`config.mk`:
```
export PLATFORM = sky130hd
export DESIGN_NAME = stream_capture_flat
export DESIGN_NICKNAME = d
export VERILOG_FILES = /design/src/replay_pkg.sv /design/src/replay_mem_if.sv /design/src/stream_capture.sv /design/src/flat_wrapper.sv
export VERILOG_INCLUDE_DIRS = /design/src /design/src/src
export SDC_FILE = /design/constraint.sdc
export NUM_CORES = 1
export LEC_CHECK = 0
export ABC_AREA = 1
export CAP_MARGIN = 0
export CORE_ASPECT_RATIO = 1.75
export CORE_MARGIN = 1
export CORE_UTILIZATION = 30
export CTS_CLUSTER_DIAMETER = 30
export CTS_CLUSTER_SIZE = 10
export DETAILED_ROUTE_END_ITERATION = 12
export DONT_BUFFER_PORTS = 1
export GPL_ROUTABILITY_DRIVEN = 1
export SKIP_CTS_REPAIR_TIMING = 1
export SYNTH_ARGS = -nofsm -noshare
export SYNTH_HDL_FRONTEND = slang
export SYNTH_SLANG_ARGS = --single-unit
```
`constraint.sdc`:
```
create_clock -name axi_aclk -period 1.55 [get_ports axi_aclk]
set_input_delay 0.155 -clock axi_aclk [delete_from_list [all_inputs] [get_ports axi_aclk]]
set_output_delay 0.155 -clock axi_aclk [all_outputs]
set_load 0.03 [all_outputs]
```
`src/replay_cfg.svh`:
```
// Build-time sizes of the capture and replay engine
// Included by the package and by any module that sizes stream ports or memory

`ifndef REPLAY_CFG_SVH
`define REPLAY_CFG_SVH

// Stream data width in bits, a whole number of bytes
`define REPLAY_DATA_W 64

// Stored beats, one memory word each
`define REPLAY_DEPTH 256

// Width of the replay loop count
`define REPLAY_LOOP_W 4

`endif
```
`src/replay_pkg.sv`:
```
// Constants derived from the build-time sizes
// Memory word layout is {last, strobe, data}, data in the low bits

`include "replay_cfg.svh"

package replay_pkg;

  // One strobe bit per data byte
  localparam int STRB_W = `REPLAY_DATA_W / 8;

  localparam int ADDR_W = $clog2(`REPLAY_DEPTH);

  // One extra bit so a full memory can be counted
  localparam int CNT_W = ADDR_W + 1;

  // Field positions inside a stored word
  localparam int STRB_LSB = `REPLAY_DATA_W;
  localparam int LAST_POS = STRB_LSB + STRB_W;
  localparam int WORD_W = LAST_POS + 1;

endpackage

```
`src/replay_mem_if.sv`:
```
// Write and read paths of the recording memory
// Reads answer one cycle after en; writes land in the cycle en is high

`timescale 1ns/1ns

interface mem_wr_if;
  import replay_pkg::*;

  logic              en;
  logic [ADDR_W-1:0] addr;
  logic [WORD_W-1:0] word;
  // Number of stored beats, also the next write address
  logic [CNT_W-1:0]  count;

  modport capture (output en, output addr, output word, output count);
  modport mem (input en, input addr, input word);
  modport replay (input count);
endinterface


```
`src/stream_capture.sv`:
```
// Capture side of the engine
// Stores each accepted slave beat at the next free memory address

`timescale 1ns/1ns
`include "replay_cfg.svh"

module stream_capture (
  input  logic                          axi_aclk,
  input  logic                          rst,
  input  logic                          sw_rst,
  input  logic                          busy,

  input  logic [`REPLAY_DATA_W-1:0]     s_axis_tdata,
  input  logic [replay_pkg::STRB_W-1:0] s_axis_tstrb,
  input  logic                          s_axis_tvalid,
  output logic                          s_axis_tready,
  input  logic                          s_axis_tlast,

  mem_wr_if.capture                     wr
);
  import replay_pkg::*;

  // Write pointer doubles as the stored beat count
  logic [CNT_W-1:0] wr_ptr;
  logic             armed;
  logic             full;
  logic             accept;

  assign full = (wr_ptr == CNT_W'(`REPLAY_DEPTH));

  // Ready only once out of reset, while idle and with space left
  assign s_axis_tready = armed && !busy && !full;
  assign accept = s_axis_tvalid && s_axis_tready;

  assign wr.en = accept;
  assign wr.addr = wr_ptr[ADDR_W-1:0];
  assign wr.count = wr_ptr;

  // Pack the beat into one memory word
  always_comb begin
    wr.word = '0;
    wr.word[`REPLAY_DATA_W-1:0] = s_axis_tdata;
    wr.word[STRB_LSB +: STRB_W] = s_axis_tstrb;
    wr.word[LAST_POS] = s_axis_tlast;
  end

  always_ff @(posedge axi_aclk) begin
    if (rst) begin
      wr_ptr <= '0;
      armed <= 1'b0;
    end else begin
      armed <= 1'b1;
      // Software clear only takes effect while no replay runs
      if (sw_rst && !busy) begin
        wr_ptr <= '0;
      end else if (accept) begin
        wr_ptr <= wr_ptr + CNT_W'(1);
      end
    end
  end

endmodule

```
`src/flat_wrapper.sv`:
```
// flat-port wrapper written by rule: the top's interface ports become plain ports
module stream_capture_flat import replay_pkg::*;
  (axi_aclk, rst, sw_rst, busy, s_axis_tdata, s_axis_tstrb, s_axis_tvalid, s_axis_tready, s_axis_tlast, wr_en, wr_addr, wr_word, wr_count);
  mem_wr_if wr_i ();
  input  logic axi_aclk;
  input  logic rst;
  input  logic sw_rst;
  input  logic busy;
  input  logic [`REPLAY_DATA_W-1:0] s_axis_tdata;
  input  logic [replay_pkg::STRB_W-1:0] s_axis_tstrb;
  input  logic s_axis_tvalid;
  output logic s_axis_tready;
  input  logic s_axis_tlast;
  output wire logic [$bits(wr_i.en)-1:0] wr_en;
  output wire logic [$bits(wr_i.addr)-1:0] wr_addr;
  output wire logic [$bits(wr_i.word)-1:0] wr_word;
  output wire logic [$bits(wr_i.count)-1:0] wr_count;
  assign wr_en = wr_i.en;
  assign wr_addr = wr_i.addr;
  assign wr_word = wr_i.word;
  assign wr_count = wr_i.count;
  stream_capture u_core (.axi_aclk(axi_aclk), .rst(rst), .sw_rst(sw_rst), .busy(busy), .s_axis_tdata(s_axis_tdata), .s_axis_tstrb(s_axis_tstrb), .s_axis_tvalid(s_axis_tvalid), .s_axis_tready(s_axis_tready), .s_axis_tlast(s_axis_tlast), .wr(wr_i));
endmodule
```
==> qor.csv <==
stage,metric,value,unit
global_routing,largest net degree at the start of global routing,12,
placed_design,detailed placer's ending HPWL,2643,um
routing,Antenna Nets Post-Route,0,
worst_setup_path,r2r setup slk,170,ps
clock_network,CTS tree,yes,
worst_setup_path,worst r2r path cells,8,
floorplanning,FP Rows,31,
clock_network,"Reg clk slew, reported paths",60,ps
clock_network,CTS buffer count,3,
finish,share of layout cells above drive strength 1,33.33,%
worst_setup_path,Worst R2R Start,u_core.wr.count[0],
global_routing,GRT overflow,0,
clock_network,CTS max path bufs,2,
floorplanning,die height,88.33,um
worst_setup_path,crit path DAT,1360,ps
placed_design,gpl congestion,0.8024,
placed_design,Buffers on Ports,0,
routing,Via density,4.519,
finish,ant diodes,0,
timing,Final Skew,6.309,ps
run,maxcap violations,0,
worst_setup_path,reg-to-reg endpoint,u_core.wr.count[8],
worst_setup_path,crit-path max FO,6,
logic_synthesis,register area share after synthesis,15.67,%
worst_hold_path,Worst Hold Path EP,u_core.wr.count[1],
timing,Tcrit/Tclk final,97.54,%
pwr,maximum VDD drop,0.0004293,V
worst_hold_path,worst hold start,s_axis_tvalid,
floorplanning,die area,4534,um2
routing,DRT Wirelength,3221,um
floorplanning,Starting Density,31.07,%
worst_setup_path,WP data required,1390,ps
global_routing,initial antenna violation count,0,
routing,drt pass-1 iters,4,
routing,DR iter-0 viols,4,
logic_synthesis,"Net Count, Synth",271,
floorplanning,Core Region,4111,um2
worst_setup_path,CP endpoint kind,output port,
finish,# nets final,213,
pwr,leakage power total,0.4509,nW
timing,measured slew at the worst slew-check pin,497.9,ps
timing,Final Max Tran Viols,0,
pwr,Tot Pwr,0.6849,mW
placed_design,"worst slack, placed",137.1,ps
clock_network,"Clk Latency, worst-skew pair",240,ps
global_routing,GRT Resource Usage Total,13.44,%
logic_synthesis,Yosys cell types,17,
routing,DRC errors left,0,
logic_synthesis,Cells after Synth,191,
global_routing,first-pass GRT wire length,4257,um
clock_network,clk sinks,10,
floorplanning,die width,51.33,um
routing,routed vias,818,
finish,"commonest non-fill, non-tap cell in the layout",nand2_1,
timing,final setup fails,0,
worst_setup_path,kind of critical path,reg -> out,
pwr,pwr dens,709.1,nW/um2
finish,Area Growth Syn to Fin,-24.39,%
timing,fin worst setup slack,38.07,ps
logic_synthesis,Ys Warns,0,
finish,most frequent cells in the layout,"nand2_1, nor2_1, buf_4, inv_1, dfxtp_1",
floorplanning,# IOs,170,
global_routing,vias in the first global route,775,
worst_setup_path,Crit. Startpoint,u_core.wr.count[0],
logic_synthesis,register bit total from synthesis,10,
timing,Final Hold Viols,0,
timing,"Min Clock Period, post-route",1512,ps
routing,WL/cell,17.80,um
timing,relative max-transition margin,66.81,%
clock_network,H-tree Lvls,1,
worst_hold_path,min-delay worst type,in -> reg,
finish,fill cell count,499,
outcome,status,completed,
worst_setup_path,CP Launch Type,flop,
clock_network,clk root buf,clkbuf_8,
worst_hold_path,hold path depth,3,
logic_synthesis,Post-Syn Area,1277,um2
logic_synthesis,syn_area_per_cell,6.688,um2
timing,fmax,0.6614,GHz
==> cell families after synthesis <==
kind of cell | count (synthesis) | synth area share (%)
simple gates | 74 | 26.35
fa+ha+maj | 2 | 1.959
flops | 10 | 15.67
buf+inv | 103 | 54.95
compound gates | 2 | 1.077
==> power breakdown <==
group	total, mW	leakage [nW]	switching [mW]	internal, mW
Sequential	0.264	0.0827	0.00436	0.260
Clock	0.337	0.0288	0.113	0.224
Combinational	0.0842	0.339	0.0543	0.0299
==> per-layer routing <==
layer  global-route usage [%]  part of all wire, %
met1                    8.351                   22
met2                    20.45                   45
met3                    9.794                   19
met4                    19.16                   14
met5                        0                    0
==> worst max-delay path by stage <==
stage	end	depth (start not counted)
after floorplan	s_axis_tready	8
after global placement	wr_en	8
after detailed placement	wr_en	8
after CTS	wr_en	8
after global routing	wr_en	8
final	wr_en	8
==> sequential cells by signal, indices dropped and copies added, names as in the netlist <==
| register | flops |
|---|---|
| u_core.armed | 1 |
| u_core.wr.count | 9 |
==> synth_stat cells <==
master	n	area, um2
nand4_1	6	37.54
nor3_1	1	5.000
nor2_2	3	18.77
nand3_2	3	30.03
dfxtp_1	10	200.2
nand2_4	1	11.26
inv_1	17	63.81
a21oi_1	1	5.000
nand2_1	30	112.6
a21oi_2	1	8.760
nor2_1	24	90.09
nand3_1	5	25.02
ha_1	2	25.02
nand2_2	1	6.260
buf_6	1	11.26
inv_2	3	11.26
buf_4	82	615.6
==> final cells by class <==
cell class / count / area, um2 / area share, %
Clock buffer: 4 / 55.05 / 5.699
Inverter: 20 / 77.57 / 8.031
Multi-Input combinational cell: 78 / 407.9 / 42.23
Sequential cell: 10 / 207.7 / 21.50
Tap cell: 49 / 61.31 / 6.347
Timing Repair Buffer: 20 / 156.4 / 16.19
==> critical path: stages (launching register included) <==
cell     delay, ps
dfxtp_4        350
inv_4           70
ha_4           120
nand2_1         60
nor2_2         130
nand2_4        100
nand3_4        120
inv_2           40
buf_6          130
==> through the flow <==
stage / utilization, % / cell area [um2] / hold slack [ps] / setup TNS, ps / std cells
final: 23.49 / 965.9 / 132.2 / 0 / 181
after global routing: 23.49 / 965.9 / 149.3 / -44.60 / 181
after CTS: 21.06 / 865.8 / -23.70 / -192.3 / 174
after detailed placement: 19.72 / 810.8 / 219.6 / 0 / 170
after global placement: 19.72 / 810.8 / 214.8 / 0 / 170
after floorplan: - / 1279 / 211.5 / 0 / 191
(Power assumes the default switching activity.)
