$ cat config.mk
export PLATFORM = sky130hd
export DESIGN_NAME = stream_replay_flat
export DESIGN_NICKNAME = d
export VERILOG_FILES = /design/src/replay_pkg.sv /design/src/replay_mem_if.sv /design/src/stream_replay.sv /design/src/flat_wrapper.sv
export VERILOG_INCLUDE_DIRS = /design/src /design/src/src
export SDC_FILE = /design/constraint.sdc
export NUM_CORES = 1
export LEC_CHECK = 0
export BUFFER_PORTS_ARGS = -buffer_cell sky130_fd_sc_hd__buf_4
export CAP_MARGIN = 20
export CORE_UTILIZATION = 40
export CTS_BUF_LIST = sky130_fd_sc_hd__clkbuf_8
export DETAILED_ROUTE_END_ITERATION = 12
export SLEW_MARGIN = 20
export SYNTH_ARGS = -nofsm -noshare
export SYNTH_HDL_FRONTEND = slang
export SYNTH_SLANG_ARGS = --single-unit
$ cat constraint.sdc
create_clock -name axi_aclk -period 4.35 [get_ports axi_aclk]
set_input_delay 0.435 -clock axi_aclk [delete_from_list [all_inputs] [get_ports axi_aclk]]
set_output_delay 0.435 -clock axi_aclk [all_outputs]
set_load 0.01 [all_outputs]
$ cat src/replay_cfg.svh
// Build-time sizes of the capture and replay engine
// Included by the package and by any module that sizes stream ports or memory

`ifndef REPLAY_CFG_SVH
`define REPLAY_CFG_SVH

// Stream data width in bits, a whole number of bytes
`define REPLAY_DATA_W 64

// Stored beats, one memory word each
`define REPLAY_DEPTH 256

// Width of the replay loop count
`define REPLAY_LOOP_W 4

`endif
$ cat src/replay_pkg.sv
// Constants derived from the build-time sizes
// Memory word layout is {last, strobe, data}, data in the low bits

`include "replay_cfg.svh"

package replay_pkg;

  // One strobe bit per data byte
  localparam int STRB_W = `REPLAY_DATA_W / 8;

  localparam int ADDR_W = $clog2(`REPLAY_DEPTH);

  // One extra bit so a full memory can be counted
  localparam int CNT_W = ADDR_W + 1;

  // Field positions inside a stored word
  localparam int STRB_LSB = `REPLAY_DATA_W;
  localparam int LAST_POS = STRB_LSB + STRB_W;
  localparam int WORD_W = LAST_POS + 1;

endpackage

$ cat src/replay_mem_if.sv
// Write and read paths of the recording memory
// Reads answer one cycle after en; writes land in the cycle en is high

`timescale 1ns/1ns

interface mem_wr_if;
  import replay_pkg::*;

  logic              en;
  logic [ADDR_W-1:0] addr;
  logic [WORD_W-1:0] word;
  // Number of stored beats, also the next write address
  logic [CNT_W-1:0]  count;

  modport capture (output en, output addr, output word, output count);
  modport mem (input en, input addr, input word);
  modport replay (input count);
endinterface

interface mem_rd_if;
  import replay_pkg::*;

  logic              en;
  logic [ADDR_W-1:0] addr;
  logic [WORD_W-1:0] word;
  logic              valid;

  modport replay (output en, output addr, input word, input valid);
  modport mem (input en, input addr, output word, output valid);
endinterface

$ cat src/stream_replay.sv
// Replay side of the engine
// Streams the recording out in address order for the requested number of passes

`timescale 1ns/1ns
`include "replay_cfg.svh"

module stream_replay (
  input  logic                          axi_aclk,
  input  logic                          rst,
  input  logic                          replay_start,
  input  logic [`REPLAY_LOOP_W-1:0]     replay_loops,
  output logic                          busy,
  output logic                          replay_done,

  mem_wr_if.replay                      wr,
  mem_rd_if.replay                      rd,

  output logic [`REPLAY_DATA_W-1:0]     m_axis_tdata,
  output logic [replay_pkg::STRB_W-1:0] m_axis_tstrb,
  output logic                          m_axis_tvalid,
  input  logic                          m_axis_tready,
  output logic                          m_axis_tlast
);
  import replay_pkg::*;

  localparam logic [1:0] S_IDLE = 2'd0;
  localparam logic [1:0] S_PLAY = 2'd1;
  localparam logic [1:0] S_FINISH = 2'd2;

  logic [1:0]               state;
  logic [ADDR_W-1:0]        raddr;
  logic [`REPLAY_LOOP_W-1:0] pass_left;
  logic [CNT_W-1:0]         rec_count;
  logic [1:0]               inflight;

  // Two-entry output buffer
  logic [WORD_W-1:0]        obuf [2];
  logic                     obuf_wp;
  logic                     obuf_rp;
  logic [1:0]               occ;
  logic [WORD_W-1:0]        head;

  logic                     idle;
  logic                     pop;
  logic                     room;
  logic                     empty_run;
  logic                     wrap;
  logic                     last_read;
  logic                     drain_end;
  logic [ADDR_W-1:0]        cur_addr;
  logic [CNT_W-1:0]         cur_count;
  logic [`REPLAY_LOOP_W-1:0] cur_left;

  assign idle = (state == S_IDLE);
  assign busy = !idle;
  assign pop = m_axis_tvalid && m_axis_tready;

  // While idle the first read goes out in the start cycle itself
  assign cur_addr = idle ? '0 : raddr;
  assign cur_count = idle ? wr.count : rec_count;
  assign cur_left = idle ? replay_loops : pass_left;

  assign empty_run = (replay_loops == '0) || (wr.count == '0);

  // Buffered plus outstanding words must fit in two slots after this cycle
  assign room = ({1'b0, occ} + {1'b0, inflight}) < (3'd2 + {2'b0, pop});

  assign rd.en = room && ((idle && replay_start && !empty_run) || (state == S_PLAY));
  assign rd.addr = cur_addr;

  assign wrap = ((CNT_W'(cur_addr) + CNT_W'(1)) == cur_count);
  assign last_read = rd.en && wrap && (cur_left == `REPLAY_LOOP_W'(1));

  // Final beat leaves with nothing else pending
  assign drain_end = (state == S_FINISH) && pop &&
                     (({1'b0, occ} + {1'b0, inflight}) == 3'd1);

  always_ff @(posedge axi_aclk) begin
    if (rst) begin
      state <= S_IDLE;
      replay_done <= 1'b0;
      raddr <= '0;
      pass_left <= '0;
      rec_count <= '0;
      inflight <= '0;
      obuf_wp <= 1'b0;
      obuf_rp <= 1'b0;
      occ <= '0;
    end else begin
      replay_done <= 1'b0;
      case (state)
        S_IDLE: begin
          if (replay_start) begin
            rec_count <= wr.count;
            if (empty_run) begin
              replay_done <= 1'b1;
            end else if (last_read) begin
              state <= S_FINISH;
            end else begin
              state <= S_PLAY;
            end
          end
        end
        S_PLAY: begin
          if (last_read) begin
            state <= S_FINISH;
          end
        end
        S_FINISH: begin
          if (drain_end) begin
            state <= S_IDLE;
            replay_done <= 1'b1;
          end
        end
        default: state <= S_IDLE;
      endcase

      // Address walk, wrapping to zero at the end of each pass
      if (rd.en) begin
        if (wrap) begin
          raddr <= '0;
          pass_left <= cur_left - `REPLAY_LOOP_W'(1);
        end else begin
          raddr <= cur_addr + ADDR_W'(1);
          pass_left <= cur_left;
        end
      end

      inflight <= inflight + 2'(rd.en) - 2'(rd.valid);
      occ <= occ + 2'(rd.valid) - 2'(pop);
      if (rd.valid) begin
        obuf_wp <= !obuf_wp;
      end
      if (pop) begin
        obuf_rp <= !obuf_rp;
      end
    end
  end

  always_ff @(posedge axi_aclk) begin
    if (rd.valid) begin
      obuf[obuf_wp] <= rd.word;
    end
  end

  // Unpack the head entry onto the master stream
  assign head = obuf[obuf_rp];
  assign m_axis_tvalid = (occ != 2'd0);
  assign m_axis_tdata = head[`REPLAY_DATA_W-1:0];
  assign m_axis_tstrb = head[STRB_LSB +: STRB_W];
  assign m_axis_tlast = head[LAST_POS];

endmodule

$ cat src/flat_wrapper.sv
// flat-port wrapper written by rule: the top's interface ports become plain ports
module stream_replay_flat import replay_pkg::*;
  (axi_aclk, rst, replay_start, replay_loops, busy, replay_done, m_axis_tdata, m_axis_tstrb, m_axis_tvalid, m_axis_tready, m_axis_tlast, wr_count, rd_en, rd_addr, rd_word, rd_valid);
  mem_wr_if wr_i ();
  mem_rd_if rd_i ();
  input  logic axi_aclk;
  input  logic rst;
  input  logic replay_start;
  input  logic [`REPLAY_LOOP_W-1:0] replay_loops;
  output logic busy;
  output logic replay_done;
  output logic [`REPLAY_DATA_W-1:0] m_axis_tdata;
  output logic [replay_pkg::STRB_W-1:0] m_axis_tstrb;
  output logic m_axis_tvalid;
  input  logic m_axis_tready;
  output logic m_axis_tlast;
  input wire logic [$bits(wr_i.count)-1:0] wr_count;
  output wire logic [$bits(rd_i.en)-1:0] rd_en;
  output wire logic [$bits(rd_i.addr)-1:0] rd_addr;
  input wire logic [$bits(rd_i.word)-1:0] rd_word;
  input wire logic [$bits(rd_i.valid)-1:0] rd_valid;
  assign wr_i.count = wr_count;
  assign rd_en = rd_i.en;
  assign rd_addr = rd_i.addr;
  assign rd_i.word = rd_word;
  assign rd_i.valid = rd_valid;
  stream_replay u_core (.axi_aclk(axi_aclk), .rst(rst), .replay_start(replay_start), .replay_loops(replay_loops), .busy(busy), .replay_done(replay_done), .wr(wr_i), .rd(rd_i), .m_axis_tdata(m_axis_tdata), .m_axis_tstrb(m_axis_tstrb), .m_axis_tvalid(m_axis_tvalid), .m_axis_tready(m_axis_tready), .m_axis_tlast(m_axis_tlast));
endmodule
==> results.cfg <==
[floorplanning]
io_pins = 176
die_x_um = 137.3
die_h_um = 137.3
start_util = 0.4077
rows = 49
coreArea_um2 = 17960
die-area_um2 = 18850

[setup_path]
path_class = reg2reg
critPathMaxFanout = 19
required_ns = 4.72
critPathArrivalTime_ns = 3.85
cp-end-kind = register
crit_path_top_delay_cell = dfxtp_1
max_stage_delay_ns = 0.54
worstPathCellList = nor2_2 -> buf_4 -> inv_2 -> and2_1 -> ha_1 -> and3_1 -> nand2_1 -> or3_1 -> a21o_1 -> a211oi_4 -> o2111ai_1 -> a211oi_1
setup.worst_path.start_class = register

[synth]
synth_seq_cells = 177
synth_warnings = 0
synth_most_common_cell = edfxtp_1
synth_top_cell_by_area = edfxtp_1
synth_area_per_cell_um2 = 14.71
ys_top_cells_by_area = edfxtp_1, mux2_2, dfxtp_1
syn-num-nets = 598
ys.flop_type = edfxtp_1
synthTopCellsByCount = edfxtp_1, mux2_2, nand2_1
synth_cell_types = 54
synthesis.instances = 498
synth_edf_count = 146
netlist.area_leader.share = 0.5987
syn_area_um2 = 7323
yosysSeqAreaShare = 0.6834
async_flop_share = 0

[power]
comb_power_share = 0.264
vdd_drop_max_v = 0.0002232
power.internal_mw = 2.985
powerDensity_nw_per_um2 = 465.6
p_sw_mw = 1.309
power_mw = 4.294
switching_share = 0.3048
share_seq_of_total_power = 0.494
p_clk_frac = 0.243
p_leak_nw = 3.469

[final_layout]
final_util = 0.5134
layout-drive-gt1-share = 0.4300
final_cells = 915
multi_input_area_um2 = 2173
antenna_cells = 0
syn_to_final_growth_pct = 25.94
fin_area_um2 = 9223
seqCellArea_um2 = 5009
num-nets-final = 773
nFillCells = 1566

[timing]
fin_crit_sh = 0.7990
relSlewSlack = 0.2924
hold_violations = 0
rsz0062_at_grt = false
period_minus_slack_ns = 3.476
setup_viol = 0
tightest_slew_ns = 1.061
drv_slew = 0
clock_skew_ns = 0.01387
setup_tns_ns = 0
clock.fmax_mhz = 287.7
finalWorstSetupSlack_ns = 0.8743
whs_ns = 0.1600

[clock_tree]
cts.sinks = 177
cts_buffers = 17
cts_tree = yes
clk_pin_slew_ns = 0.10
cts_hold_buf = 0
cts_htree_levels = 4
cts-root-buf = clkbuf_8
cts_resized = 0
cts_setup_buffers = 0
clk_latency_ns = 0.45
clock_path_buffers = 2

[global_route]
grtUsageTotal = 0.1716
grt_pass1_vias = 4652
overflow = 0
antenna_found_initial = 0
grt_start_max_net_pins = 74
grt_pass1_wl_um = 24050

[worst_hold_path]
hp-class = in2reg

[route]
wl_um = 16200
wl_per_cell_um = 17.70
dr.pass1.iters = 4
drc_errors = 0
via_per_inst = 5.160
ant_nets = 0
dr.first_iter.drc_count = 242
vias = 4721

[placed_design]
place_area_um2 = 8861
gp_congestion = 0.8554
hpwl_um = 10740
io_buffers = 175
place_ws_ns = 0.9461
placed_cells = 883

[status]
outcome = finished, final reports clean

[flow_run]
drv_cap = 0
## registers in the layout, indices dropped and copies added, names as in the netlist, named ones only
signal	flops
u_core.inflight	2
u_core.obuf	146
u_core.obuf_rp	1
u_core.obuf_wp	1
u_core.occ	2
u_core.pass_left	4
u_core.raddr	8
u_core.rec_count	9
u_core.replay_done	1
u_core.state	2
## area by class of cell
class / count / area share
inverter: 15 / 0.006105
clock buffer: 17 / 0.02537
tap: 229 / 0.03107
timing repair buffer: 178 / 0.1449
clock inverter: 15 / 0.01384
multi-input combinational: 284 / 0.2357
sequential: 177 / 0.5431
## cell families (layout without fill, tap and decap cells)
family | Yosys count | after routing | synth area share
buffers and inverters | 37 | 225 | 0.02118
xor gates and xnor gates | 19 | 19 | 0.02272
DFF | 177 | 177 | 0.6834
and+or+nand+nor | 119 | 119 | 0.08355
adders and majority gates | 9 | 9 | 0.01640
muxes | 77 | 77 | 0.1177
AOI/OAI and AO/OA | 60 | 60 | 0.05502
## worst paths after layout
check,startpoint,end,slack [ns],depth (start not counted)
worst max-delay path,u_core.state[1],u_core.pass_left[2],0.87,12
worst min-delay path,rd_word[62],u_core.obuf[1][62],0.16,1
worst max register to register,u_core.state[1],u_core.pass_left[2],0.87,12
worst min register to register,u_core.rec_count[8],u_core.rec_count[8],0.46,2
## placed cells by master, fill, tap and decap left out, drive strengths merged, types with 3 or more instances in the layout
cell | netlist | final
o21ai | 7 | 7
nand4 | 4 | 4
nor3 | 12 | 12
nor2 | 12 | 12
a211o | 3 | 3
xnor2 | 8 | 8
o2111ai | 3 | 3
nand3 | 14 | 14
o211ai | 3 | 3
o21a | 4 | 4
a21oi | 24 | 24
mux2i | 4 | 4
edfxtp | 146 | 146
a211oi | 4 | 4
and3 | 5 | 5
nor4 | 5 | 5
nand2 | 40 | 40
mux2 | 73 | 73
xor2 | 11 | 11
buf | 4 | 178
clkinv | 1 | 7
and2 | 13 | 13
or3 | 5 | 5
clkbuf | 18 | 17
ha | 8 | 8
nor2b | 3 | 3
inv | 14 | 21
dfxtp | 31 | 31
## worst max-delay path: cells and delay by family (launching register included)
kind	cells	cell delay [ns]
buffers and inverters	2	0.48
adders and majority gates	1	0.36
and+or+nand+nor	5	0.89
AOI/OAI and AO/OA	4	1.11
DFF	1	0.54
## routing by layer
metal  part of all wire  global-route usage  vias to the layer above  wire length [um]
met5                  0                   0                        -                 0
met4              0.017             0.06960                        0               270
met1               0.43              0.2115                     2322              6908
met3              0.065             0.04157                       22              1060
met2               0.49              0.2882                      159              7958
li1                   -                   -                     2218                 -
## power groups by stage
stage               sequential, mW  combinational [mW]  clock [mW]
floorplan                     2.05               0.738           0
global placement              2.15                1.12           0
detailed placement            2.17                1.14           0
CTS                           2.13                1.14        1.08
global route                  2.14                1.24        1.14
finish                        2.12                1.13        1.04
(Power assumes the default switching activity.)
